**config.mk**
```make
export PLATFORM = sky130hd
export DESIGN_NAME = decode_stage
export DESIGN_NICKNAME = d
export VERILOG_FILES = /design/src/hw/rv_pkg.sv /design/src/hw/decode_stage.sv
export SDC_FILE = /design/constraint.sdc
export NUM_CORES = 1
export LEC_CHECK = 0
export ABC_CLOCK_PERIOD_IN_PS = 6130
export BUFFER_PORTS_ARGS = -buffer_cell sky130_fd_sc_hd__buf_2
export CORE_ASPECT_RATIO = 0.8
export CORE_MARGIN = 2
export CORE_UTILIZATION = 40
export DETAILED_ROUTE_END_ITERATION = 10
export GPL_TIMING_DRIVEN = 1
export HOLD_SLACK_MARGIN = 0.03
export PLACE_DENSITY = 0.64
export SETUP_SLACK_MARGIN = 0.5
export SYNTH_ARGS = -nofsm -noshare
export SYNTH_HDL_FRONTEND = slang
export SYNTH_SLANG_ARGS = --single-unit
export TNS_END_PERCENT = 5
```
**constraint.sdc**
```tcl
create_clock -name CLK -period 6.13 [get_ports CLK]
set_input_delay 1.226 -clock CLK [delete_from_list [all_inputs] [get_ports CLK]]
set_output_delay 1.226 -clock CLK [all_outputs]
set_load 0.005 [all_outputs]
```
**src/hw/rv_pkg.sv**
```systemverilog
/*
 * RV32I core shared definitions
 * Widths, opcode and funct3 codes, ALU and writeback select codes,
 * and the instruction word with its format views
 */
package rv_pkg;

	parameter int XLEN       = 32;
	parameter int PC_W       = 12; // Byte PC, 4 KiB program space
	parameter int REG_W      = 5;
	parameter int CON_ADDR_W = 11; // Host word address

	// Major opcodes
	localparam logic [6:0] OP_LUI    = 7'b0110111;
	localparam logic [6:0] OP_OPIMM  = 7'b0010011;
	localparam logic [6:0] OP_OP     = 7'b0110011;
	localparam logic [6:0] OP_LOAD   = 7'b0000011;
	localparam logic [6:0] OP_STORE  = 7'b0100011;
	localparam logic [6:0] OP_BRANCH = 7'b1100011;
	localparam logic [6:0] OP_JAL    = 7'b1101111;
	localparam logic [6:0] OP_SYSTEM = 7'b1110011;
	localparam logic [31:0] ECALL_WORD = 32'h0000_0073;

	localparam logic [6:0] F7_ALT = 7'b0100000; // SUB and SRA

	// funct3, ALU group
	localparam logic [2:0] F3_ADD  = 3'b000;
	localparam logic [2:0] F3_SLL  = 3'b001;
	localparam logic [2:0] F3_SLT  = 3'b010;
	localparam logic [2:0] F3_SLTU = 3'b011;
	localparam logic [2:0] F3_XOR  = 3'b100;
	localparam logic [2:0] F3_SR   = 3'b101;
	localparam logic [2:0] F3_OR   = 3'b110;
	localparam logic [2:0] F3_AND  = 3'b111;
	localparam logic [2:0] F3_WORD = 3'b010; // LW and SW
	// funct3, branch group
	localparam logic [2:0] F3_BEQ = 3'b000;
	localparam logic [2:0] F3_BNE = 3'b001;
	localparam logic [2:0] F3_BLT = 3'b100;
	localparam logic [2:0] F3_BGE = 3'b101;

	localparam logic [3:0] ALU_ADD   = 4'd0;
	localparam logic [3:0] ALU_SUB   = 4'd1;
	localparam logic [3:0] ALU_AND   = 4'd2;
	localparam logic [3:0] ALU_OR    = 4'd3;
	localparam logic [3:0] ALU_XOR   = 4'd4;
	localparam logic [3:0] ALU_SLT   = 4'd5;
	localparam logic [3:0] ALU_SLTU  = 4'd6;
	localparam logic [3:0] ALU_SLL   = 4'd7;
	localparam logic [3:0] ALU_SRL   = 4'd8;
	localparam logic [3:0] ALU_SRA   = 4'd9;
	localparam logic [3:0] ALU_PASSB = 4'd10; // LUI

	localparam logic [1:0] WB_ALU  = 2'd0;
	localparam logic [1:0] WB_LOAD = 2'd1;
	localparam logic [1:0] WB_PC4  = 2'd2;

	typedef struct packed {
		logic [6:0] funct7;
		logic [4:0] rs2;
		logic [4:0] rs1;
		logic [2:0] funct3;
		logic [4:0] rd;
		logic [6:0] opcode;
	} r_fmt_t;

	typedef struct packed {
		logic [11:0] imm;
		logic [4:0]  rs1;
		logic [2:0]  funct3;
		logic [4:0]  rd;
		logic [6:0]  opcode;
	} i_fmt_t;

	typedef struct packed {
		logic [6:0] imm_hi;
		logic [4:0] rs2;
		logic [4:0] rs1;
		logic [2:0] funct3;
		logic [4:0] imm_lo;
		logic [6:0] opcode;
	} s_fmt_t;

	typedef struct packed {
		logic       imm12;
		logic [5:0] imm10_5;
		logic [4:0] rs2;
		logic [4:0] rs1;
		logic [2:0] funct3;
		logic [3:0] imm4_1;
		logic       imm11;
		logic [6:0] opcode;
	} b_fmt_t;

	typedef struct packed {
		logic       imm20;
		logic [9:0] imm10_1;
		logic       imm11;
		logic [7:0] imm19_12;
		logic [4:0] rd;
		logic [6:0] opcode;
	} j_fmt_t;

	typedef struct packed {
		logic [19:0] imm;
		logic [4:0]  rd;
		logic [6:0]  opcode;
	} u_fmt_t;

	// One fetched word, read through whichever format the opcode implies
	typedef union packed {
		r_fmt_t r;
		i_fmt_t i;
		s_fmt_t s;
		b_fmt_t b;
		j_fmt_t j;
		u_fmt_t u;
	} instr_t;

endpackage

```
**src/hw/decode_stage.sv**
```systemverilog
/*
 * Decode stage
 * Field decode through the format views, immediates, register file
 * with write-through, load-use stall, ECALL stop latch, ID/EX register
 */
`timescale 1ns/1ps

module decode_stage import rv_pkg::*; (
	input  logic             CLK,
	input  logic             rst_n,
	input  logic             if_valid,
	input  logic [PC_W-1:0]  if_pc,
	input  instr_t           if_inst,
	input  logic             redirect,
	input  logic             wb_valid,
	input  logic [REG_W-1:0] wb_rd,
	input  logic             wb_reg_write,
	input  logic [XLEN-1:0]  wb_data,
	output logic             stall,
	output logic             id_valid,
	output logic [PC_W-1:0]  id_pc,
	output logic [XLEN-1:0]  id_rs1_val,
	output logic [XLEN-1:0]  id_rs2_val,
	output logic [REG_W-1:0] id_rs1,
	output logic [REG_W-1:0] id_rs2,
	output logic [REG_W-1:0] id_rd,
	output logic [XLEN-1:0]  id_imm,
	output logic [3:0]       id_alu_op,
	output logic             id_use_imm,
	output logic [1:0]       id_wb_sel,
	output logic             id_reg_write,
	output logic             id_is_load,
	output logic             id_is_store,
	output logic             id_is_branch,
	output logic             id_is_jal,
	output logic [2:0]       id_br_funct3,
	output logic             id_halt
);

	logic [XLEN-1:0] regs [32];
	logic            stop; // Sticky after ECALL
	logic            dec_ok, use_rs1, use_rs2, fire, rf_we;
	logic [3:0]      alu_op;
	logic [1:0]      wb_sel;
	logic [XLEN-1:0] imm;
	logic            use_imm, reg_write, is_load, is_store, is_branch, is_jal, is_halt;
	logic [2:0]      f3;
	logic [6:0]      f7;
	logic [REG_W-1:0] rs1, rs2;

	assign f3  = if_inst.r.funct3;
	assign f7  = if_inst.r.funct7;
	assign rs1 = if_inst.r.rs1;
	assign rs2 = if_inst.r.rs2;

	always_comb begin
		dec_ok    = 1'b0; // Unknown opcodes fall out as bubbles
		alu_op    = ALU_ADD;
		use_imm   = 1'b0;
		imm       = {{20{if_inst.i.imm[11]}}, if_inst.i.imm};
		wb_sel    = WB_ALU;
		reg_write = 1'b0;
		is_load   = 1'b0;
		is_store  = 1'b0;
		is_branch = 1'b0;
		is_jal    = 1'b0;
		is_halt   = 1'b0;
		use_rs1   = 1'b0;
		use_rs2   = 1'b0;
		case (if_inst.r.opcode)
			OP_LUI: begin
				dec_ok    = 1'b1;
				alu_op    = ALU_PASSB;
				use_imm   = 1'b1;
				imm       = {if_inst.u.imm, 12'b0};
				reg_write = 1'b1;
			end
			OP_OPIMM: begin // ADDI only
				dec_ok    = (f3 == F3_ADD);
				use_imm   = 1'b1;
				reg_write = 1'b1;
				use_rs1   = 1'b1;
			end
			OP_OP: begin
				dec_ok    = (f7 == 7'b0) || (f7 == F7_ALT && (f3 == F3_ADD || f3 == F3_SR));
				reg_write = 1'b1;
				use_rs1   = 1'b1;
				use_rs2   = 1'b1;
				case (f3)
					F3_ADD:  alu_op = f7[5] ? ALU_SUB : ALU_ADD;
					F3_SLL:  alu_op = ALU_SLL;
					F3_SLT:  alu_op = ALU_SLT;
					F3_SLTU: alu_op = ALU_SLTU;
					F3_XOR:  alu_op = ALU_XOR;
					F3_SR:   alu_op = f7[5] ? ALU_SRA : ALU_SRL;
					F3_OR:   alu_op = ALU_OR;
					default: alu_op = ALU_AND;
				endcase
			end
			OP_LOAD: begin // LW only, address = rs1 + imm
				dec_ok    = (f3 == F3_WORD);
				use_imm   = 1'b1;
				wb_sel    = WB_LOAD;
				reg_write = 1'b1;
				is_load   = 1'b1;
				use_rs1   = 1'b1;
			end
			OP_STORE: begin
				dec_ok   = (f3 == F3_WORD);
				use_imm  = 1'b1;
				imm      = {{20{if_inst.s.imm_hi[6]}}, if_inst.s.imm_hi, if_inst.s.imm_lo};
				is_store = 1'b1;
				use_rs1  = 1'b1;
				use_rs2  = 1'b1;
			end
			OP_BRANCH: begin
				dec_ok    = (f3 == F3_BEQ) || (f3 == F3_BNE) || (f3 == F3_BLT) || (f3 == F3_BGE);
				imm       = {{19{if_inst.b.imm12}}, if_inst.b.imm12, if_inst.b.imm11,
					if_inst.b.imm10_5, if_inst.b.imm4_1, 1'b0};
				is_branch = 1'b1;
				use_rs1   = 1'b1;
				use_rs2   = 1'b1;
			end
			OP_JAL: begin
				dec_ok    = 1'b1;
				imm       = {{11{if_inst.j.imm20}}, if_inst.j.imm20, if_inst.j.imm19_12,
					if_inst.j.imm11, if_inst.j.imm10_1, 1'b0};
				wb_sel    = WB_PC4; // Link value
				reg_write = 1'b1;
				is_jal    = 1'b1;
			end
			OP_SYSTEM: begin
				dec_ok  = (if_inst == ECALL_WORD); // Other SYSTEM words are NOPs
				is_halt = dec_ok;
			end
			default: ;
		endcase
	end

	// Load in ID/EX feeding the word in IF/ID
	assign stall = if_valid && id_valid && id_is_load && (id_rd != '0) &&
		((use_rs1 && rs1 == id_rd) || (use_rs2 && rs2 == id_rd));

	assign fire = if_valid && dec_ok && !stop && !redirect && !stall;

	// Register file, x0 pinned to zero
	assign rf_we = wb_valid && wb_reg_write && (wb_rd != '0);

	always_ff @(posedge CLK) begin
		if (rf_we)
			regs[wb_rd] <= wb_data;
	end

	always_ff @(posedge CLK) begin
		if (!rst_n) begin
			id_valid <= 1'b0;
			stop     <= 1'b0;
		end else begin
			id_valid <= fire; // Bubble on flush, stall, stop or unknown op
			if (fire && is_halt)
				stop <= 1'b1;
		end
	end

	// ID/EX payload, qualified by id_valid
	always_ff @(posedge CLK) begin
		id_pc        <= if_pc;
		id_rs1       <= use_rs1 ? rs1 : '0;
		id_rs2       <= use_rs2 ? rs2 : '0;
		id_rs1_val   <= (rs1 == '0) ? '0 : (rf_we && wb_rd == rs1) ? wb_data : regs[rs1];
		id_rs2_val   <= (rs2 == '0) ? '0 : (rf_we && wb_rd == rs2) ? wb_data : regs[rs2];
		id_rd        <= if_inst.r.rd;
		id_imm       <= imm;
		id_alu_op    <= alu_op;
		id_use_imm   <= use_imm;
		id_wb_sel    <= wb_sel;
		id_reg_write <= reg_write;
		id_is_load   <= is_load;
		id_is_store  <= is_store;
		id_is_branch <= is_branch;
		id_is_jal    <= is_jal;
		id_br_funct3 <= f3;
		id_halt      <= is_halt;
	end

endmodule

```
==> metrics.md <==
| Metric | Value |
|---|---|
| Status | `complete, no violations` |
| Post-synth top flop | `edfxtp_1` |
| Sw power | `4.14 mW` |
| Fin area | `58,600 um2` |
| Sequential share of power | `50.5%` |
| Final Setup Violations | `0` |
| Vias post-DR | `32,227` |
| Crit start category | `primary input` |
| Clock transition at path regs | `0.06 ns` |
| Vias in the first global route | `30,588` |
| Worst setup path startpoint | `if_inst[2]` |
| Via/cell ratio | `6.65` |
| CP Max Fanout | `6` |
| Worst Clk Skew | `0.0328 ns` |
| Synth area leaders | `edfxtp_1 (60%), mux4_2 (17%), mux2i_1 (5.6%)` |
| Wire per inst | `35.3 um` |
| Sw Share | `23.5%` |
| Worst r2r src | `regs[15][1]$_DFFE_PP_` |
| Comb pwr share | `8.2%` |
| Total of max-cap violations | `0` |
| Root buf cell | `clkbuf_16` |
| Post-DP HPWL | `100 mm` |
| Initial antenna violation count | `21` |
| Biggest area consumer among synthesized cells | `edfxtp_1` |
| Area grow syn2layout | `14.3%` |
| Remaining DRCs | `0` |
| DRT Pass-1 Iters | `7` |
| RD Place Congestion | `0.859` |
| RSZ-0062 raised after global routing | `false` |
| Post-Route Setup TNS | `0 ns` |
| # hold bufs at CTS | `0` |
| Starting Density | `40.3%` |
| Cells after Synth | `2,844` |
| Peak Freq | `0.252 GHz` |
| Cell Area, Synth | `51,300 um2` |
| Fraction of layout instances using a drive strength above 1 | `29.6%` |
| DRT iter0 DRCs | `5,469` |
| Worst r2r path cells | `4` |
| Routed WL | `171 mm` |
| Slew Viols, Final | `0` |
| Asr flop ratio synth | `0%` |
| WP data arrival | `2.75 ns` |
| Synth Warn # | `0` |
| First-pass GRT wire length | `236 mm` |
| Fin crit share | `64.8%` |
| Count leader, synth | `edfxtp_1` |
| Die height | `324 um` |
| Top-area cell type share of the netlist area | `59.9%` |
| Crit end category | `primary output` |
| Hold crit path type | `reg2reg` |
| RR Endpoint | `id_rs1_val[1]$_SDFF_PN0_` |
| CTS tree | `done` |
| Worst hold margin | `0.446 ns` |
| Port Buffers | `227` |
| Die ar. | `131,000 um2` |
| Worst IR Drop VDD | `0.259 mV` |
| Syn avg cell area | `18.0 um2` |
| Overall power | `17.6 mW` |
| Clock network fraction of total power | `41.3%` |
| Setup slack after layout | `2.16 ns` |
| Fin. Hold Viols | `0` |
| Die X | `404 um` |
| Slew headroom | `10.3%` |
| EDFF count, synth | `1,024` |
| H-tree levels | `3` |
| Ports | `228` |
| Internal power | `13.5 mW` |
| Post-CTS setup buffer count | `0` |
| Top cells by count, synth | `edfxtp_1 (1,024), mux4_2 (385), mux2i_1 (288)` |
| Register area share after synthesis | `65.4%` |
| Total grt overflow | `0` |
| Clock sink count | `1,164` |
| Fillers | `10,759` |
| Count of state elements after synthesis | `1,164` |
| Nets | `3,165` |
| PwrDens | `300 nW/um2` |
| FF-to-FF setup slack | `4.28 ns` |
| Place WS | `1.99 ns` |
| Hold Path End | `stop$_SDFFE_PN0P_` |
| Placed inst area | `54,800 um2` |
| Largest net degree at the start of global routing | `115` |
| Min-delay src | `stop$_SDFFE_PN0P_` |
| WP data required | `4.90 ns` |
| Clock Latency Late Sink | `0.76 ns` |
| Max clock buf depth | `3` |
| Core Rows | `117` |
| Crit path kind | `in2out` |
| Core ar. | `127,000 um2` |
| Synth cell types | `58` |
| Worst-margin pin slew | `1.34 ns` |
| Resized Gates After CTS | `0` |
| CTS buffer count | `114` |
| GRT Resource Usage Total | `25.5%` |
| Crit path time final | `3.97 ns` |
| Hold path cells | `2` |
| Final ANT Viol Nets | `0` |
| Leakage | `19.6 nW` |
-- sequential cells by signal, summed over array words and instances, names as in the netlist, 2 cells and up --
signal / cells
id_rd: 5
regs: 1024
id_br_funct3: 3
id_alu_op: 4
id_rs2_val: 32
id_wb_sel: 2
id_rs1_val: 32
id_rs2: 5
id_rs1: 5
id_pc: 12
id_imm: 32
-- final cells by class --
type	count	area, um2	share of cell area (%)
clock buffers	144	3100	5.28
inverters	5	20.0	0.0341
flip-flops and latches	1164	33600	57.2
clock inverters	69	747	1.27
well taps	1666	2080	3.55
repair buffers	321	2040	3.48
diodes	6	15.0	0.0256
multi-input cells	1472	17100	29.1
-- power groups by stage --
stage	Combinational [mW]	Sequential [mW]	Clock [mW]
4_1_cts	1.42	8.88	7.34
3_5_place_dp	1.42	9.05	0
2_1_floorplan	0.829	8.98	0
5_1_grt	1.51	8.89	7.64
3_3_place_gp	1.41	9.05	0
6_report	1.44	8.89	7.27
-- per-stage QoR --
stage	std cells	utilization [%]
2_1_floorplan	2875	-
3_3_place_gp	4628	43.1
3_5_place_dp	4628	43.1
4_1_cts	4841	46.1
5_1_grt	4844	46.1
6_report	4847	46.1
-- worst max-delay path, stage by stage --
cell	delay [ns]
buf_2	0.13
nand4bb_1	0.30
a21oi_1	0.51
nand4_1	0.14
a21oi_1	0.27
buf_2	0.17
-- worst max-delay path by stage --
stage	endpoint	slack [ns]	cells past startpoint
after floorplan	stall	2.41	7
after global placement	regs[27][22]$_DFFE_PP_	2.02	4
after detailed placement	regs[27][28]$_DFFE_PP_	1.99	4
after CTS	stall	2.15	6
after global routing	stall	2.05	6
final	stall	2.16	6
-- layer usage --
| metal | routed length, um | GRT usage (%) | up-vias |
|---|---|---|---|
| li1 | - | - | 12535 |
| met1 | 67900 | 37.1 | 16938 |
| met2 | 74600 | 36.6 | 2421 |
| met3 | 24000 | 8.29 | 321 |
| met4 | 4510 | 7.11 | 12 |
| met5 | 76 | 0 | - |
-- placed cells by master, fill, tap and decap left out, types with 7 or more instances in the layout --
cell type / count
edfxtp_1: 1024
mux4_2: 385
mux2i_1: 288
buf_2: 220
dfxtp_1: 140
clkbuf_16: 115
o22ai_1: 95
buf_4: 84
a21oi_1: 61
o21ai_0: 57
a22oi_1: 56
nor3_1: 54
nand2_1: 52
a221oi_1: 41
a211oi_1: 38
nor2_4: 35
o221ai_1: 32
a32o_1: 32
conb_1: 32
a221o_1: 30
a21o_1: 20
clkinv_1: 20
nor2_1: 18
clkbuf_1: 18
clkinv_2: 17
a211o_1: 17
xnor2_1: 14
bufinv_16: 13
buf_12: 12
clkbuf_8: 11
nand3_1: 10
nand3b_1: 10
and2_1: 10
nor2b_1: 9
nand2b_1: 8
xor2_1: 8
a31oi_1: 7
clkinvlp_4: 7
-- cells by family (layout without fill, tap and decap cells) --
family / after synthesis / count (layout) / synth area share (%)
multiplexers: 673 / 673 / 22.5
XOR/XNOR: 22 / 22 / 0.376
AND/OR/NAND/NOR: 242 / 242 / 2.42
flip-flops: 1164 / 1164 / 65.4
AO/OA/AOI/OAI: 503 / 503 / 7.14
buffers and inverters: 239 / 539 / 2.16
other: 1 / 38 / 0.00731
Power figures use the tool's default switching activity.
