`config.mk`:
```
export PLATFORM = sky130hd
export DESIGN_NAME = execute_stage
export DESIGN_NICKNAME = d
export VERILOG_FILES = /design/src/hw/rv_pkg.sv /design/src/hw/execute_stage.sv
export SDC_FILE = /design/constraint.sdc
export NUM_CORES = 1
export LEC_CHECK = 0
export BUFFER_PORTS_ARGS = -buffer_cell sky130_fd_sc_hd__buf_2
export CAP_MARGIN = 10
export CORE_MARGIN = 5
export CORE_UTILIZATION = 53
export DETAILED_ROUTE_END_ITERATION = 10
export PLACE_DENSITY = 0.86
export SYNTH_ARGS = -nofsm -noshare
export SYNTH_HDL_FRONTEND = slang
export SYNTH_SLANG_ARGS = --single-unit
```
`constraint.sdc`:
```
create_clock -name CLK -period 10.2 [get_ports CLK]
set_input_delay 3.06 -clock CLK [delete_from_list [all_inputs] [get_ports CLK]]
set_output_delay 3.06 -clock CLK [all_outputs]
set_load 0.01 [all_outputs]
```
`src/hw/rv_pkg.sv`:
```
/*
 * RV32I core shared definitions
 * Widths, opcode and funct3 codes, ALU and writeback select codes,
 * and the instruction word with its format views
 */
package rv_pkg;

	parameter int XLEN       = 32;
	parameter int PC_W       = 12; // Byte PC, 4 KiB program space
	parameter int REG_W      = 5;
	parameter int CON_ADDR_W = 11; // Host word address

	// Major opcodes
	localparam logic [6:0] OP_LUI    = 7'b0110111;
	localparam logic [6:0] OP_OPIMM  = 7'b0010011;
	localparam logic [6:0] OP_OP     = 7'b0110011;
	localparam logic [6:0] OP_LOAD   = 7'b0000011;
	localparam logic [6:0] OP_STORE  = 7'b0100011;
	localparam logic [6:0] OP_BRANCH = 7'b1100011;
	localparam logic [6:0] OP_JAL    = 7'b1101111;
	localparam logic [6:0] OP_SYSTEM = 7'b1110011;
	localparam logic [31:0] ECALL_WORD = 32'h0000_0073;

	localparam logic [6:0] F7_ALT = 7'b0100000; // SUB and SRA

	// funct3, ALU group
	localparam logic [2:0] F3_ADD  = 3'b000;
	localparam logic [2:0] F3_SLL  = 3'b001;
	localparam logic [2:0] F3_SLT  = 3'b010;
	localparam logic [2:0] F3_SLTU = 3'b011;
	localparam logic [2:0] F3_XOR  = 3'b100;
	localparam logic [2:0] F3_SR   = 3'b101;
	localparam logic [2:0] F3_OR   = 3'b110;
	localparam logic [2:0] F3_AND  = 3'b111;
	localparam logic [2:0] F3_WORD = 3'b010; // LW and SW
	// funct3, branch group
	localparam logic [2:0] F3_BEQ = 3'b000;
	localparam logic [2:0] F3_BNE = 3'b001;
	localparam logic [2:0] F3_BLT = 3'b100;
	localparam logic [2:0] F3_BGE = 3'b101;

	localparam logic [3:0] ALU_ADD   = 4'd0;
	localparam logic [3:0] ALU_SUB   = 4'd1;
	localparam logic [3:0] ALU_AND   = 4'd2;
	localparam logic [3:0] ALU_OR    = 4'd3;
	localparam logic [3:0] ALU_XOR   = 4'd4;
	localparam logic [3:0] ALU_SLT   = 4'd5;
	localparam logic [3:0] ALU_SLTU  = 4'd6;
	localparam logic [3:0] ALU_SLL   = 4'd7;
	localparam logic [3:0] ALU_SRL   = 4'd8;
	localparam logic [3:0] ALU_SRA   = 4'd9;
	localparam logic [3:0] ALU_PASSB = 4'd10; // LUI

	localparam logic [1:0] WB_ALU  = 2'd0;
	localparam logic [1:0] WB_LOAD = 2'd1;
	localparam logic [1:0] WB_PC4  = 2'd2;

	typedef struct packed {
		logic [6:0] funct7;
		logic [4:0] rs2;
		logic [4:0] rs1;
		logic [2:0] funct3;
		logic [4:0] rd;
		logic [6:0] opcode;
	} r_fmt_t;

	typedef struct packed {
		logic [11:0] imm;
		logic [4:0]  rs1;
		logic [2:0]  funct3;
		logic [4:0]  rd;
		logic [6:0]  opcode;
	} i_fmt_t;

	typedef struct packed {
		logic [6:0] imm_hi;
		logic [4:0] rs2;
		logic [4:0] rs1;
		logic [2:0] funct3;
		logic [4:0] imm_lo;
		logic [6:0] opcode;
	} s_fmt_t;

	typedef struct packed {
		logic       imm12;
		logic [5:0] imm10_5;
		logic [4:0] rs2;
		logic [4:0] rs1;
		logic [2:0] funct3;
		logic [3:0] imm4_1;
		logic       imm11;
		logic [6:0] opcode;
	} b_fmt_t;

	typedef struct packed {
		logic       imm20;
		logic [9:0] imm10_1;
		logic       imm11;
		logic [7:0] imm19_12;
		logic [4:0] rd;
		logic [6:0] opcode;
	} j_fmt_t;

	typedef struct packed {
		logic [19:0] imm;
		logic [4:0]  rd;
		logic [6:0]  opcode;
	} u_fmt_t;

	// One fetched word, read through whichever format the opcode implies
	typedef union packed {
		r_fmt_t r;
		i_fmt_t i;
		s_fmt_t s;
		b_fmt_t b;
		j_fmt_t j;
		u_fmt_t u;
	} instr_t;

endpackage

```
`src/hw/execute_stage.sv`:
```
/*
 * Execute stage
 * Operand forwarding, ALU, branch and JAL resolution with redirect,
 * and the EX/MEM register
 */
`timescale 1ns/1ps

module execute_stage import rv_pkg::*; (
	input  logic             CLK,
	input  logic             rst_n,
	input  logic             id_valid,
	input  logic [PC_W-1:0]  id_pc,
	input  logic [XLEN-1:0]  id_rs1_val,
	input  logic [XLEN-1:0]  id_rs2_val,
	input  logic [REG_W-1:0] id_rs1,
	input  logic [REG_W-1:0] id_rs2,
	input  logic [REG_W-1:0] id_rd,
	input  logic [XLEN-1:0]  id_imm,
	input  logic [3:0]       id_alu_op,
	input  logic             id_use_imm,
	input  logic [1:0]       id_wb_sel,
	input  logic             id_reg_write,
	input  logic             id_is_load,
	input  logic             id_is_store,
	input  logic             id_is_branch,
	input  logic             id_is_jal,
	input  logic [2:0]       id_br_funct3,
	input  logic             id_halt,
	input  logic             wb_valid,
	input  logic [REG_W-1:0] wb_rd,
	input  logic             wb_reg_write,
	input  logic [XLEN-1:0]  wb_data,
	output logic             redirect,
	output logic [PC_W-1:0]  target,
	output logic             ex_valid,
	output logic [XLEN-1:0]  ex_result,
	output logic [XLEN-1:0]  ex_store_data,
	output logic [REG_W-1:0] ex_rd,
	output logic             ex_reg_write,
	output logic             ex_is_load,
	output logic             ex_is_store,
	output logic [1:0]       ex_wb_sel,
	output logic [PC_W-1:0]  ex_pc4,
	output logic             ex_halt
);

	logic [XLEN-1:0] mem_val, op_a, rs2_fwd, op_b, alu_out;
	logic            taken;

	// Value EX/MEM will write back, load data excluded
	assign mem_val = (ex_wb_sel == WB_PC4) ? {{(XLEN-PC_W){1'b0}}, ex_pc4} : ex_result;

	// Youngest producer first: EX/MEM, then MEM/WB, then the register file read
	function automatic logic [XLEN-1:0] fwd(input logic [REG_W-1:0] rs,
		input logic [XLEN-1:0] rf_val);
		if (ex_valid && ex_reg_write && !ex_is_load && ex_rd != '0 && ex_rd == rs)
			return mem_val;
		else if (wb_valid && wb_reg_write && wb_rd != '0 && wb_rd == rs)
			return wb_data;
		else
			return rf_val;
	endfunction

	assign op_a    = fwd(id_rs1, id_rs1_val);
	assign rs2_fwd = fwd(id_rs2, id_rs2_val);
	assign op_b    = id_use_imm ? id_imm : rs2_fwd;

	always_comb begin
		case (id_alu_op)
			ALU_SUB:   alu_out = op_a - op_b;
			ALU_AND:   alu_out = op_a & op_b;
			ALU_OR:    alu_out = op_a | op_b;
			ALU_XOR:   alu_out = op_a ^ op_b;
			ALU_SLT:   alu_out = XLEN'($signed(op_a) < $signed(op_b));
			ALU_SLTU:  alu_out = XLEN'(op_a < op_b);
			ALU_SLL:   alu_out = op_a << op_b[4:0];
			ALU_SRL:   alu_out = op_a >> op_b[4:0];
			ALU_SRA:   alu_out = $signed(op_a) >>> op_b[4:0];
			ALU_PASSB: alu_out = op_b;
			default:   alu_out = op_a + op_b; // ADD, also load/store address
		endcase
	end

	// Branch condition on forwarded register values
	always_comb begin
		case (id_br_funct3)
			F3_BEQ:  taken = (op_a == rs2_fwd);
			F3_BNE:  taken = (op_a != rs2_fwd);
			F3_BLT:  taken = ($signed(op_a) < $signed(rs2_fwd));
			F3_BGE:  taken = ($signed(op_a) >= $signed(rs2_fwd));
			default: taken = 1'b0;
		endcase
	end

	assign redirect = id_valid && ((id_is_branch && taken) || id_is_jal);
	assign target   = id_pc + id_imm[PC_W-1:0]; // PC-relative for both

	always_ff @(posedge CLK) begin
		if (!rst_n)
			ex_valid <= 1'b0;
		else
			ex_valid <= id_valid;
	end

	// EX/MEM payload
	always_ff @(posedge CLK) begin
		ex_result     <= alu_out;
		ex_store_data <= rs2_fwd;
		ex_rd         <= id_rd;
		ex_reg_write  <= id_reg_write;
		ex_is_load    <= id_is_load;
		ex_is_store   <= id_is_store;
		ex_wb_sel     <= id_wb_sel;
		ex_pc4        <= id_pc + PC_W'(4);
		ex_halt       <= id_halt;
	end

endmodule

```
==> summary.txt, run 1 <==
GRT Overall Usage - 43.6%
run status - complete, no violations
yosys warns - 0
min-delay worst type - reg -> reg
vias per inst - 7.02
Syn Nets - 2409
first-pass GRT wire length - 106000 um
Max stage delay cell, worst path - or4_4
Placed Area - 16700 um2
die extent in y - 176 um
Synth cell types - 99
CTS tree - built
io pins - 282
max-slew violation total from the final report - 0
Die ar. - 31100 um2
reg2reg path depth - 20
Net Sw Frac - 48.7%
Finished Layout Cells - 2720
final core utilization - 63.5%
Final period util - 99.2%
Worst R2R Setup Slack - 3.51 ns
Clk pin slew, worst setup/hold paths - 0.08 ns
Rows - 60
final hold vios - 0
worst-path fanout max - 5
dpl cells - 2698
post-route cell area - 17200 um2
Worst-Margin Slew - 1.36 ns
DRT iter0 DRCs - 2685
headroom to the max-slew limit - 9.39%
Critical Path End Type - output port
P_leak - 7.70 nW
# setup viols final - 0
top_reg_cell synth - dfxtp_1
post-DP HPWL - 55300 um
Cells after Synth - 2085
CTS sink count - 88
Comb power frac - 58.0%
clk_lat worst skew - 0.36 ns
clk_skew - 0.0144 ns
largest net degree at the start of global routing - 73
Die X - 176 um
MaxCap Viol Count - 0
Post-Route WL - 72200 um
Avg Inst Size Synth - 7.02 um2
power density over the cells - 107 nW/um2
# port buffers - 281
Fmax achieved - 0.0988 GHz
sequential share of power - 23.1%
Worst EP required - 7.14 ns
TNS Setup - 0 ns
DRC - 0
Final Total Pwr - 1.83 mW
area grow syn2layout - 17.5%
Worst Hold Path Cells - 3
1st-pass router iterations - 8
Mapped Area - 14600 um2
final RePlAce weighted congestion - 1.09
Int Pwr - 941 uW
CTS H-Tree Depth - 3
most frequent cells in the layout - buf_2 (280), o21ai_0 (175), nand2_1 (157), a21oi_1 (142), ha_1 (139)
Routed Antenna Nets - 0
Max Buffers Root-to-Sink - 2
sequential-to-total area share from yosys stat - 12.0%
max incr delay on CP - 0.57 ns
fin nets - 2666
CTS Root Cell - clkbuf_16
number of buffers created by CTS - 9
hold_sp - ex_result[22]
vias in the first global route - 18100
global route overflow - 0
net load switching power - 892 uW
EDFF count, synth - 0
mean routed wirelength per cell - 26.5 um
Vias - 19100
Setup crit start kind - primary input
layout cells sized above 1 - 22.2%
Clock Power Share - 18.9%
Reg-to-Reg Start - ex_rd[1]
Synth Register Bits - 88
antenna violations before repair - 3
Reg2Reg Capture Point - ex_result[0]
Cell Chain, Critical Path - clkbuf_4 -> xor2_4 -> or4_4 -> nor2_4 -> buf_6 -> buf_4 -> mux2_2 -> mux2i_2 -> inv_1 -> ha_1 -> a21oi_2 -> nor2b_1 -> o21ai_0 -> nand2b_1 -> a211oi_2 -> o211ai_1 -> and3b_2 -> o21a_1 -> o21ai_1 -> nor4bb_4 -> buf_2
hold endpoint - ex_store_data[22]
worst endpoint data arrival time - 7.06 ns
async set or reset register ratio after synthesis - 0%
Initial Util - 54.0%
core footprint - 27100 um2
VDD IR max - 0.0000745 V
fin crit period - 10.12 ns
Setup CP Type - in -> out
commonest non-fill, non-tap cell in the layout - buf_2
routing by layer:
layer	vias to the layer above	wire length [um]	global-route usage, %
met4	8	6530	30.5
met1	8743	25500	51.4
met5	-	62	0
li1	8318	-	-
met2	1580	30800	68.6
met3	433	9190	12.1
how the worst max path moves through the flow:
| stage | startpoint | to | slack (ns) | cells past startpoint |
|---|---|---|---|---|
| after floorplan | wb_rd[1] | redirect | 0.04 | 19 |
| after global placement | wb_rd[1] | redirect | 0.05 | 17 |
| after detailed placement | wb_rd[1] | redirect | -0.04 | 19 |
| after CTS | wb_rd[1] | redirect | 0.007 | 17 |
| after global routing | wb_rd[1] | redirect | -0.09 | 21 |
| final | wb_rd[1] | redirect | 0.08 | 21 |
per-stage QoR:
stage / hold slack [ns] / setup slack [ns]
finish: 0.698 / 0.0786
global route: 0.747 / -0.0881
CTS: 0.700 / 0.00673
detailed placement: 0.675 / -0.0353
global placement: 0.692 / 0.0459
floorplan: 0.568 / 0.0392
cell type report:
cell class	count	area, um2
Inverter	138	523
Tap cell	372	465
Antenna cell	1	2.50
Timing Repair Buffer	391	2250
Sequential cell	88	1760
Multi-Input combinational cell	1714	11900
Fill cell	2456	9900
Clock buffer	10	229
Clock inverter	6	52.6
sequential cells by signal (all words and copies together), names as in the netlist:
signal	flops
ex_halt	1
ex_is_load	1
ex_is_store	1
ex_pc4	12
ex_rd	5
ex_reg_write	1
ex_result	32
ex_store_data	32
ex_valid	1
ex_wb_sel	2
repair_timing:
item	4_1_cts	5_1_grt
hold buffers	0	0
buffers inserted	0	5
gates resized for setup	5	35
pin swaps	0	18
endpoints found under the setup margin	1	1
critical path: cells and delay by family:
| kind | cells | cell delay, ns |
|---|---|---|
| AOI/OAI and AO/OA | 6 | 0.98 |
| adders and majority gates | 1 | 0.21 |
| and+or+nand+nor | 6 | 1.39 |
| xor gates and xnor gates | 1 | 0.19 |
| muxes | 2 | 0.52 |
| buffers and inverters | 5 | 0.70 |
cell usage after synthesis (all sizes together), types with 28 or more instances:
| cell type | instances | area (um2) |
|---|---|---|
| o21ai | 200 | 1020 |
| nand2 | 159 | 607 |
| a21oi | 153 | 788 |
| ha | 140 | 1750 |
| inv | 138 | 523 |
| nor2 | 138 | 528 |
| nand3 | 124 | 621 |
| dfxtp | 88 | 1760 |
| clkbuf | 85 | 319 |
| mux2i | 84 | 845 |
| o211ai | 71 | 553 |
| buf | 60 | 299 |
| nor3 | 53 | 275 |
| a31oi | 44 | 282 |
| a211oi | 40 | 300 |
| xnor2 | 38 | 333 |
| mux2 | 31 | 349 |
| a21o | 28 | 210 |
| and2 | 28 | 175 |
kinds of logic after synthesis:
family                   share of synthesized area [%]
AO/OA/AOI/OAI                                     35.4
AND/OR/NAND/NOR                                   21.0
buffers and inverters                             7.79
adder cells (fa/ha/maj)                           12.4
multiplexers                                      8.30
flip-flops                                        12.0
XOR/XNOR                                          3.11
power groups by stage:
stage	clock [mW]	combinational, mW	sequential, mW
after CTS	0.346	1.01	0.421
after floorplan	0	0.627	0.433
after global routing	0.362	1.13	0.424
after detailed placement	0	1.01	0.428
final	0.347	1.06	0.423
after global placement	0	0.992	0.430
No activity file was read; power rests on OpenSTA's default activity.
==> run 2: changes to the inputs <==
--- a/config.mk
+++ b/config.mk
@@ -11,4 +11,5 @@
 export CORE_UTILIZATION = 53
 export DETAILED_ROUTE_END_ITERATION = 10
+export HOLD_SLACK_MARGIN = 0.03
 export PLACE_DENSITY = 0.86
 export SYNTH_ARGS = -nofsm -noshare
==> constraint.sdc (replaced) <==
create_clock -name CLK -period 10.2 [get_ports CLK]
set_input_delay 2.55 -clock CLK [delete_from_list [all_inputs] [get_ports CLK]]
set_output_delay 2.55 -clock CLK [all_outputs]
set_load 0.01 [all_outputs]
==> run 2 against run 1 <==
Clock skew down 0.0036 ns; combinational power about the same; count of clock-buffer cells in the layout unchanged; sequential power about the same; die area unchanged; core utilization down 2.3 points; total power up 0.11%.
==> summary.txt, run 2 (synthesis gave the netlist of run 1 again) <==
run status - complete, no violations
Fmax achieved - 0.103 GHz (+3.8%)
global route overflow - 0 (unchanged)
Filler cells - 2523 (+2.7%)
final RePlAce weighted congestion - 1.09 (about the same)
Cell Chain, Critical Path - buf_2 -> or4_4 -> o211a_2 -> and2_2 -> buf_4 -> mux2i_1 -> o21ai_0 -> inv_1 -> ha_1 -> nand2_1 -> or3_1 -> nor4_1 -> and3b_1 -> nor3_1 -> o21ai_0 -> nor4bb_1 -> buf_2
Post-Route WL - 72300 um (+0.13%)
final core utilization - 61.2% (-2.3 points)
Rows - 60 (unchanged)
1st-pass router iterations - 7 (-1)
RSZ-0062 raised after global routing - no
antenna violations before repair - 1 (-2)
Max Buffers Root-to-Sink - 2 (unchanged)
min-delay worst type - reg -> reg
MaxCap Viol Count - 0 (unchanged)
Die X - 176 um (unchanged)
Setup crit start kind - primary input
max-slew violation total from the final report - 0 (unchanged)
die extent in y - 176 um (unchanged)
GRT Overall Usage - 43.8% (+0.18 points)
Largest regs - ex_result (32), ex_store_data (32), ex_pc4 (12)
Critical Path End Type - output port
number of buffers created by CTS - 9 (unchanged)
routed wl met3 - 9070 um (-1.2%)
largest net degree at the start of global routing - 74 (+1.4%)
worst-path fanout max - 25 (+20)
# setup viols final - 0 (unchanged)
CTS Root Cell - clkbuf_16
vias per inst - 7.09 (+1.0%)
final hold vios - 0 (unchanged)
Routed Antenna Nets - 0 (unchanged)
Worst EP required - 7.65 ns (+0.51 ns)
post-DP HPWL - 55600 um (+0.50%)
Initial Util - 54.0% (unchanged)
Max stage delay cell, worst path - nor4_1
Post-CTS Setup Inserts - 0 (unchanged)
core footprint - 27100 um2 (unchanged)
io pins - 282 (unchanged)
clk_skew - 0.0108 ns (-0.00364 ns)
fin crit period - 9.75 ns (-0.369 ns)
most frequent cells in the layout - buf_2 (281), o21ai_0 (185), nand2_1 (157), a21oi_1 (147), ha_1 (140)
top sig layer - met5
CTS sink count - 88 (unchanged)
power density over the cells - 111 nW/um2 (+3.9%)
headroom to the max-slew limit - 27.1% (+18 points)
TNS Setup - 0 ns (unchanged)
mean routed wirelength per cell - 27.2 um (+2.7%)
P_leak - 7.36 nW (-4.4%)
Worst-Margin Slew - 1.06 ns (-0.295 ns)
VDD IR max - 0.0000771 V (+3.5%)
antenna cells - 0 (-1)
fin nets - 2599 (-2.5%)
# port buffers - 281 (unchanged)
worst endpoint data arrival time - 7.20 ns (+0.14 ns)
layout cells sized above 1 - 19.0% (-3.1 points)
DRC - 0 (unchanged)
CTS Hold Bufs - 0 (unchanged)
WL met1 - 25400 um (-0.58%)
clk_lat worst skew - 0.37 ns (about the same)
Die ar. - 31100 um2 (unchanged)
commonest non-fill, non-tap cell in the layout - buf_2
area grow syn2layout - 13.2%
max incr delay on CP - 0.82 ns (+0.25 ns)
Routed met2 length - 30800 um (about the same)
Vias - 18800 (-1.5%)
first-pass GRT wire length - 106000 um (-0.13%)
Clk pin slew, worst setup/hold paths - 0.08 ns (about the same)
DRT iter0 DRCs - 2681 (-0.15%)
Setup CP Type - in -> out
CTS tree - built
vias in the first global route - 17800 (-1.5%)
CTS H-Tree Depth - 3 (unchanged)
post-cts resize count - 0 (-5)
Final period util - 95.6% (-3.6 points)
==> run 2: worst max-delay path, delay by kind of cell <==
| kind | cells | cell delay (ns) |
|---|---|---|
| and+or+nand+nor | 8 | 2.72 |
| AOI/OAI and AO/OA | 3 | 0.75 |
| adders and majority gates | 1 | 0.31 |
| muxes | 1 | 0.16 |
| buffers and inverters | 4 | 0.68 |
==> run 2: cell type report <==
class | count | area [um2] | share of cell area [%]
clock buffers | 10 | 229 | 1.38
clock inverters | 6 | 75.1 | 0.453
inverters | 138 | 523 | 3.16
multi-input cells | 1714 | 11800 | 71.1
flip-flops and latches | 88 | 1760 | 10.6
well taps | 372 | 465 | 2.81
repair buffers | 324 | 1730 | 10.4
==> run 2: worst paths after layout <==
path / start / end / slack, ns / cells past startpoint
worst max-delay path: wb_rd[1] / redirect / 0.45 / 17
worst min-delay path: ex_result[29] / ex_store_data[29] / 0.67 / 2
worst max register to register: ex_rd[1] / ex_result[30] / 3.15 / 22
worst min register to register: ex_result[29] / ex_store_data[29] / 0.67 / 2
==> run 2: per-stage QoR <==
stage	cells	worst slack (ns)	area, um2	total power, mW	hold WS, ns
floorplan	2085	0.984	14600	1.06	0.568
global placement	2636	0.651	16300	1.41	0.651
detailed placement	2636	0.671	16300	1.42	0.646
CTS	2652	0.646	16600	1.79	0.650
global route	2652	0.304	16600	1.90	0.681
finish	2652	0.448	16600	1.83	0.670
==> run 2: layer usage <==
layer	global-route usage, %	vias to the layer above
met4	33.0	2
met2	69.0	1584
met5	0	-
met3	11.6	450
met1	50.8	8592
li1	-	8172
==> run 2: power breakdown <==
part / total [mW] / internal [mW] / leakage (nW) / switching [mW]
clock network: 0.369 / 0.195 / 0.146 / 0.174
logic: 1.04 / 0.362 / 6.47 / 0.683
registers: 0.421 / 0.387 / 0.742 / 0.0346
